## src/mdu_macros.svh

```systemverilog
`ifndef MDU_MACROS_SVH
`define MDU_MACROS_SVH

// ---------------------------------------------------------------------------
// sizing of the multiply/divide issue path
// ---------------------------------------------------------------------------

// entries in the in-order issue queue
`define MDU_IQ_SIZE 4

// common data bus broadcast ports
`define MDU_CDB_COUNT 2

// entries in the result buffer
`define MDU_RES_DEPTH 4

`endif

```

## src/mdu_pkg.sv

```systemverilog
`default_nettype none

package mdu_pkg;

    typedef logic [31:0] word_t;
    typedef logic [4:0]  rob_id_t;

    // multiply view of the op code
    typedef struct packed {
        logic is_div;
        logic high;
        logic uns;
    } mul_op_t;

    // divide view of the same bits
    typedef struct packed {
        logic is_div;
        logic rem;
        logic uns;
    } div_op_t;

    // is_div sits on the same bit in both views
    typedef union packed {
        mul_op_t mul;
        div_op_t div;
    } mdu_op_u;

    typedef struct packed {
        logic    valid;
        rob_id_t tag;
        word_t   value;
    } src_t;

    typedef struct packed {
        mdu_op_u    op;
        rob_id_t    dest;
        src_t [1:0] src;
    } dispatch_t;

    typedef struct packed {
        logic    valid;
        rob_id_t tag;
        word_t   data;
    } cdb_t;

    typedef struct packed {
        logic    valid;
        mdu_op_u op;
        rob_id_t dest;
        word_t   a;
        word_t   b;
    } mdu_req_t;

    typedef struct packed {
        rob_id_t dest;
        word_t   data;
    } mdu_res_t;

endpackage

`default_nettype wire

```

## src/mdu_result_fifo.sv

```systemverilog
`timescale 1ns/1ps
`default_nettype none
`include "mdu_macros.svh"

module mdu_result_fifo
    import mdu_pkg::*;
(
    input  logic     clk,
    input  logic     rst_n_i,
    input  logic     flush_i,
    input  logic     push_i,
    input  mdu_res_t push_data_i,
    output logic     ready_o,
    input  logic     pop_i,
    output logic     valid_o,
    output mdu_res_t data_o
);

    localparam int PTR_W = $clog2(`MDU_RES_DEPTH);
    localparam int CNT_W = PTR_W + 1;

    mdu_res_t         mem [`MDU_RES_DEPTH];
    logic [PTR_W-1:0] wptr_q;
    logic [PTR_W-1:0] rptr_q;
    logic [CNT_W-1:0] count_q;
    logic             do_push;
    logic             do_pop;

    assign ready_o = (count_q != CNT_W'(`MDU_RES_DEPTH));
    assign valid_o = (count_q != '0);
    assign do_push = push_i && ready_o;
    // pop on an empty buffer does nothing
    assign do_pop  = pop_i && valid_o;

    always_ff @(posedge clk or negedge rst_n_i) begin
        if (!rst_n_i) begin
            wptr_q  <= '0;
            rptr_q  <= '0;
            count_q <= '0;
        end else if (flush_i) begin
            wptr_q  <= '0;
            rptr_q  <= '0;
            count_q <= '0;
        end else begin
            wptr_q  <= wptr_q + PTR_W'(do_push);
            rptr_q  <= rptr_q + PTR_W'(do_pop);
            count_q <= count_q + CNT_W'(do_push) - CNT_W'(do_pop);
        end
    end

    always_ff @(posedge clk) begin
        if (do_push) begin
            mem[wptr_q] <= push_data_i;
        end
    end

    assign data_o = mem[rptr_q];

endmodule

`default_nettype wire

```

## config.mk

```make
export PLATFORM = sky130hd
export DESIGN_NAME = mdu_result_fifo
export DESIGN_NICKNAME = d
export VERILOG_FILES = /design/src/mdu_pkg.sv /design/src/mdu_result_fifo.sv
export VERILOG_INCLUDE_DIRS = /design/src
export SDC_FILE = /design/constraint.sdc
export NUM_CORES = 1
export LEC_CHECK = 0
export ABC_CLOCK_PERIOD_IN_PS = 8700
export BUFFER_PORTS_ARGS = -buffer_cell sky130_fd_sc_hd__buf_4
export CAP_MARGIN = 20
export CORE_MARGIN = 8
export CORE_UTILIZATION = 61
export CTS_CLUSTER_DIAMETER = 30
export DETAILED_ROUTE_END_ITERATION = 12
export PLACE_DENSITY = 0.94
export SYNTH_ARGS = -nofsm -noshare
export SYNTH_HDL_FRONTEND = slang
export SYNTH_SLANG_ARGS = --single-unit
```

## constraint.sdc

```tcl
create_clock -name clk -period 8.7 [get_ports clk]
set_input_delay 1.74 -clock clk [delete_from_list [all_inputs] [get_ports clk]]
set_output_delay 1.74 -clock clk [all_outputs]
set_load 0.01 [all_outputs]
```

# == Yosys cells after proc, flatten, opt, wreduce, memory -nomap -nowiden ==
# Memory sizes are Yosys's and may differ from the RTL's.
# Index checks and enable logic that the tools add are counted.
# op_classes
addsub,4
multipliers,0
div,0
n_lt_le_gt_ge,0
eq_ne,1
n_shift,0
n_mux,5
bitwise_logic,0
reduce_logical,3
# op_table
operator,count
adder 2 x 1 -> 2 bit,2
2-to-1 mux 2 bit,2
adder 3 x 1 -> 3 bit,1
2-to-1 mux 3 bit,1
"inequality test 3 bit, second input constant",1
nonzero test 3 bit,1
subtractor 3 x 1 -> 3 bit,1
logical AND 1 bit,2
2-to-1 mux 1 bit,2
# word_totals
ff_bits,7
latchBits,0
ramBits,148
mem_bits_ro,0
in_bits,42
output_inout_bits,39
word_cells,17
memories,1
# memory_table
name,words,width,read_ports,rd_ports_with_merged_regs,wr,line,source
mem,4,37,1,0,1,mdu_result_fifo.sv:22,mdu_res_t mem [`MDU_RES_DEPTH];

# == Logic depth before layout (Yosys ltp) ==
# depth
depth_word,5
ltp_mapped,9
mapped_depth_nobuf,9

# == Worst setup path after synthesis ==
# OpenSTA, ideal clock, no wires.
# synth_timing
kind,input -> register
start,input port push_i
end,"memory mem[0][0] (netlist bit), enable pin"
setup_ns,0.537
arrival_ns,5.548
t_required_ns,8.163
path_slack_ns,2.615
stages,1
n_path_buf,0
cell_sequence,nor4b_1
# synth_between
elab_chain_cells,3
# synth_lines
item,line,source
start: declaration,mdu_result_fifo.sv:11,"input logic push_i,"
logical AND 1 bit,mdu_result_fifo.sv:31,assign do_push = push_i && ready_o;
2-to-1 mux 1 bit,mdu_result_fifo.sv:52,if (do_push) begin
2-to-1 mux 1 bit (implied by the code),mdu_result_fifo.sv:53,mem[wptr_q] <= push_data_i;
end: declaration,mdu_result_fifo.sv:22,
# Every way passes these cells.

==> flow_summary.toml <==
[status]
status = "complete, no violations"

[critical_path]
path_class = "reg2out"
reg2reg_depth = 9
crit_arrival_ns = 2.46
crit_path_start_kind = "flop"
cp_data_required_time_ns = 6.96
cp_max_fo = 24
critPathCaptureType = "primary output"

[clocking]
post_cts_buffers = 0
cts_buffers = 17
cts-resized-gates = 0
htree_num_levels = 4
clkSinkCount = 155
insertion_delay_ns = 0.50
clkTransAtPathRegs_ns = 0.06
cts_max_path_buffers = 2
cts_hold_buf = 0
root_buffer = "clkbuf_8"
cts_tree = "done"

[min_path]
whs_path_depth = 2
hold_class = "reg2reg"

[sta]
hold_viol = 0
setup_viol = 0
tns_ns = 0
slew_headroom_pct = 33.6
worst_pin_slew_ns = 0.997
holdWs_ns = 0.616
period_share_pct = 48.3
finClkSkew_ns = 0.00783
rsz0062_at_grt = "false"
max_freq_ghz = 0.238
post-route-min-period_ns = 4.20
maxSlewViolCount = 0

[final_layout]
syn2layout_area_growth_pct = 23.2
antenna_cells = 0
fill_cells = 493
nets = 370
drive_gt1_share_pct = 44.9

[floorplan]
die_w_um = 114
die_h_um = 114
initial_core_util_pct = 62.8
die_area_um2 = 12900
num_rows = 35
ios = 81
core-area_um2 = 9240

[logic_synthesis]
synth_seq_cells = 155
syn_area_per_cell_um2 = 25.6
yosys.area.top_type = "edfxtp_1"
synth.distinct_cells = 21
synth_warnings = 0
synth_area_um2 = 5800
synth_area_leaders = "edfxtp_1 (77%), mux4_2 (12%), mux4_1 (3.2%), dfrtp_1 (3.0%), buf_12 (1.0%)"
synth_top_cell_area_share_pct = 76.6
seq_area_frac_synth_pct = 79.6
synth_cells = 227
syn_nets = 274

[placed_design]
place.port_buffers = 80
dp_hpwl_mm = 6.03
routabilityCongestion = 0.777

[drt]
ant_nets = 0
wl_per_cell_um = 21.5
drt_first_pass_iters = 4
vias = 2581
drt_iter0_markers = 172
route.detailed.drc = 0
vias_per_cell = 5.55
totalWireLength_mm = 9.99

[global_routing]
grt_max_degree = 39
overflow = 0
first_global_vias = 2851
met1_usage_pct = 19.9
grtUsageTotal_pct = 16.1
grt_pass1_wl_mm = 15.2
met3_usage_pct = 5.34
met2_usage_pct = 26.0
grt_antenna_before_repair = 0
top_usage_layer = "met2"

[pwr]
leakage_uw = 0.00248
power_density_nw_per_um2 = 303
irDropWorstVdd_v = 0.000215

[run]
drv_cap = 0
## per-layer routing
layer	vias to the layer above	part of all wire [%]
li1	1166	-
met1	1334	42
met2	73	51
met3	8	5.5
met4	0	1.1
met5	-	0
## state kept, by name, indices dropped and copies added, names as in the netlist
signal	count
count_q	3
mem	148
rptr_q	2
wptr_q	2
## cells in the final DEF (no fill, tap or decap), types with 2 or more instances in the layout
master / count
and4bb_2: 2
buf_12: 2
buf_4: 83
bufinv_16: 3
clkbuf_16: 16
clkinv_1: 2
clkinv_4: 4
dfrtp_1: 5
dfrtp_2: 2
edfxtp_1: 148
ha_1: 4
inv_1: 3
inv_6: 3
inv_8: 2
mux4_1: 7
mux4_2: 30
nor2_1: 4
nor2b_1: 4
xnor2_1: 2
## worst paths after layout
| check | from | endpoint | slack, ns |
|---|---|---|---|
| max in group asynchronous | rst_n_i | rptr_q[0]$_DFF_PN0_ | 7.52 |
| max | rptr_q[0]$_DFF_PN0_ | data_o[19] | 4.50 |
| min reg2reg | wptr_q[1]$_DFF_PN0_ | wptr_q[1]$_DFF_PN0_ | 0.62 |
| max reg2reg | count_q[1]$_DFF_PN0_ | count_q[2]$_DFF_PN0_ | 6.04 |
| min in group asynchronous | rst_n_i | count_q[2]$_DFF_PN0_ | 1.04 |
| min | wptr_q[1]$_DFF_PN0_ | wptr_q[1]$_DFF_PN0_ | 0.62 |
## cells by family after synthesis
group | Yosys count | share of synthesized area, %
flip-flops | 155 | 79.6
adder cells (fa/ha/maj) | 5 | 1.21
multiplexers | 37 | 14.8
AND/OR/NAND/NOR | 16 | 1.90
buffers and inverters | 11 | 1.77
XOR/XNOR | 3 | 0.690
## metrics by stage
step                      area, um2  utilization (%)  worst slack [ns]  power [uW]  instances
after floorplan                5800                -              2.62        1260        227
after global routing           7150             77.4              4.36        2250        465
after global placement         6500             70.4              5.01        1430        431
after detailed placement       6550             70.8              4.97        1450        433
final                          7150             77.4              4.50        2170        465
after CTS                      7150             77.4              4.41        2190        465
## layout make-up
cell class,count,area (um2),area share (%)
flip-flops and latches,155,4620,64.7
inverters,3,11.3,0.158
clock inverters,15,189,2.64
clock buffers,17,414,5.79
well taps,129,161,2.26
repair buffers,85,663,9.28
multi-input cells,61,1090,15.2
## power by group
group          internal, uW  total [uW]  leakage [uW]  switching, uW
clock                   443         734      0.000292            291
sequential              909         959       0.00145           50.7
combinational           265         474      0.000744            209
total                  1620        2170       0.00248            551
## critical path, cell delays in order (launching register included)
cell	delay, ns
dfrtp_2	0.68
buf_4	0.53
mux4_2	0.59
buf_4	0.16
## Yosys cell counts
cell type    n
and2_1       1
and4b_1      1
and4bb_2     2
buf_12       3
buf_2        4
buf_6        1
dfrtp_1      7
edfxtp_1   148
fa_1         1
ha_1         4
inv_1        3
mux4_1       7
mux4_2      30
nand2b_1     1
nor2_1       4
nor2b_1      4
nor3b_1      1
nor4b_1      1
or3_1        1
xnor2_1      2
xnor3_1      1
(Power assumes the default switching activity.)
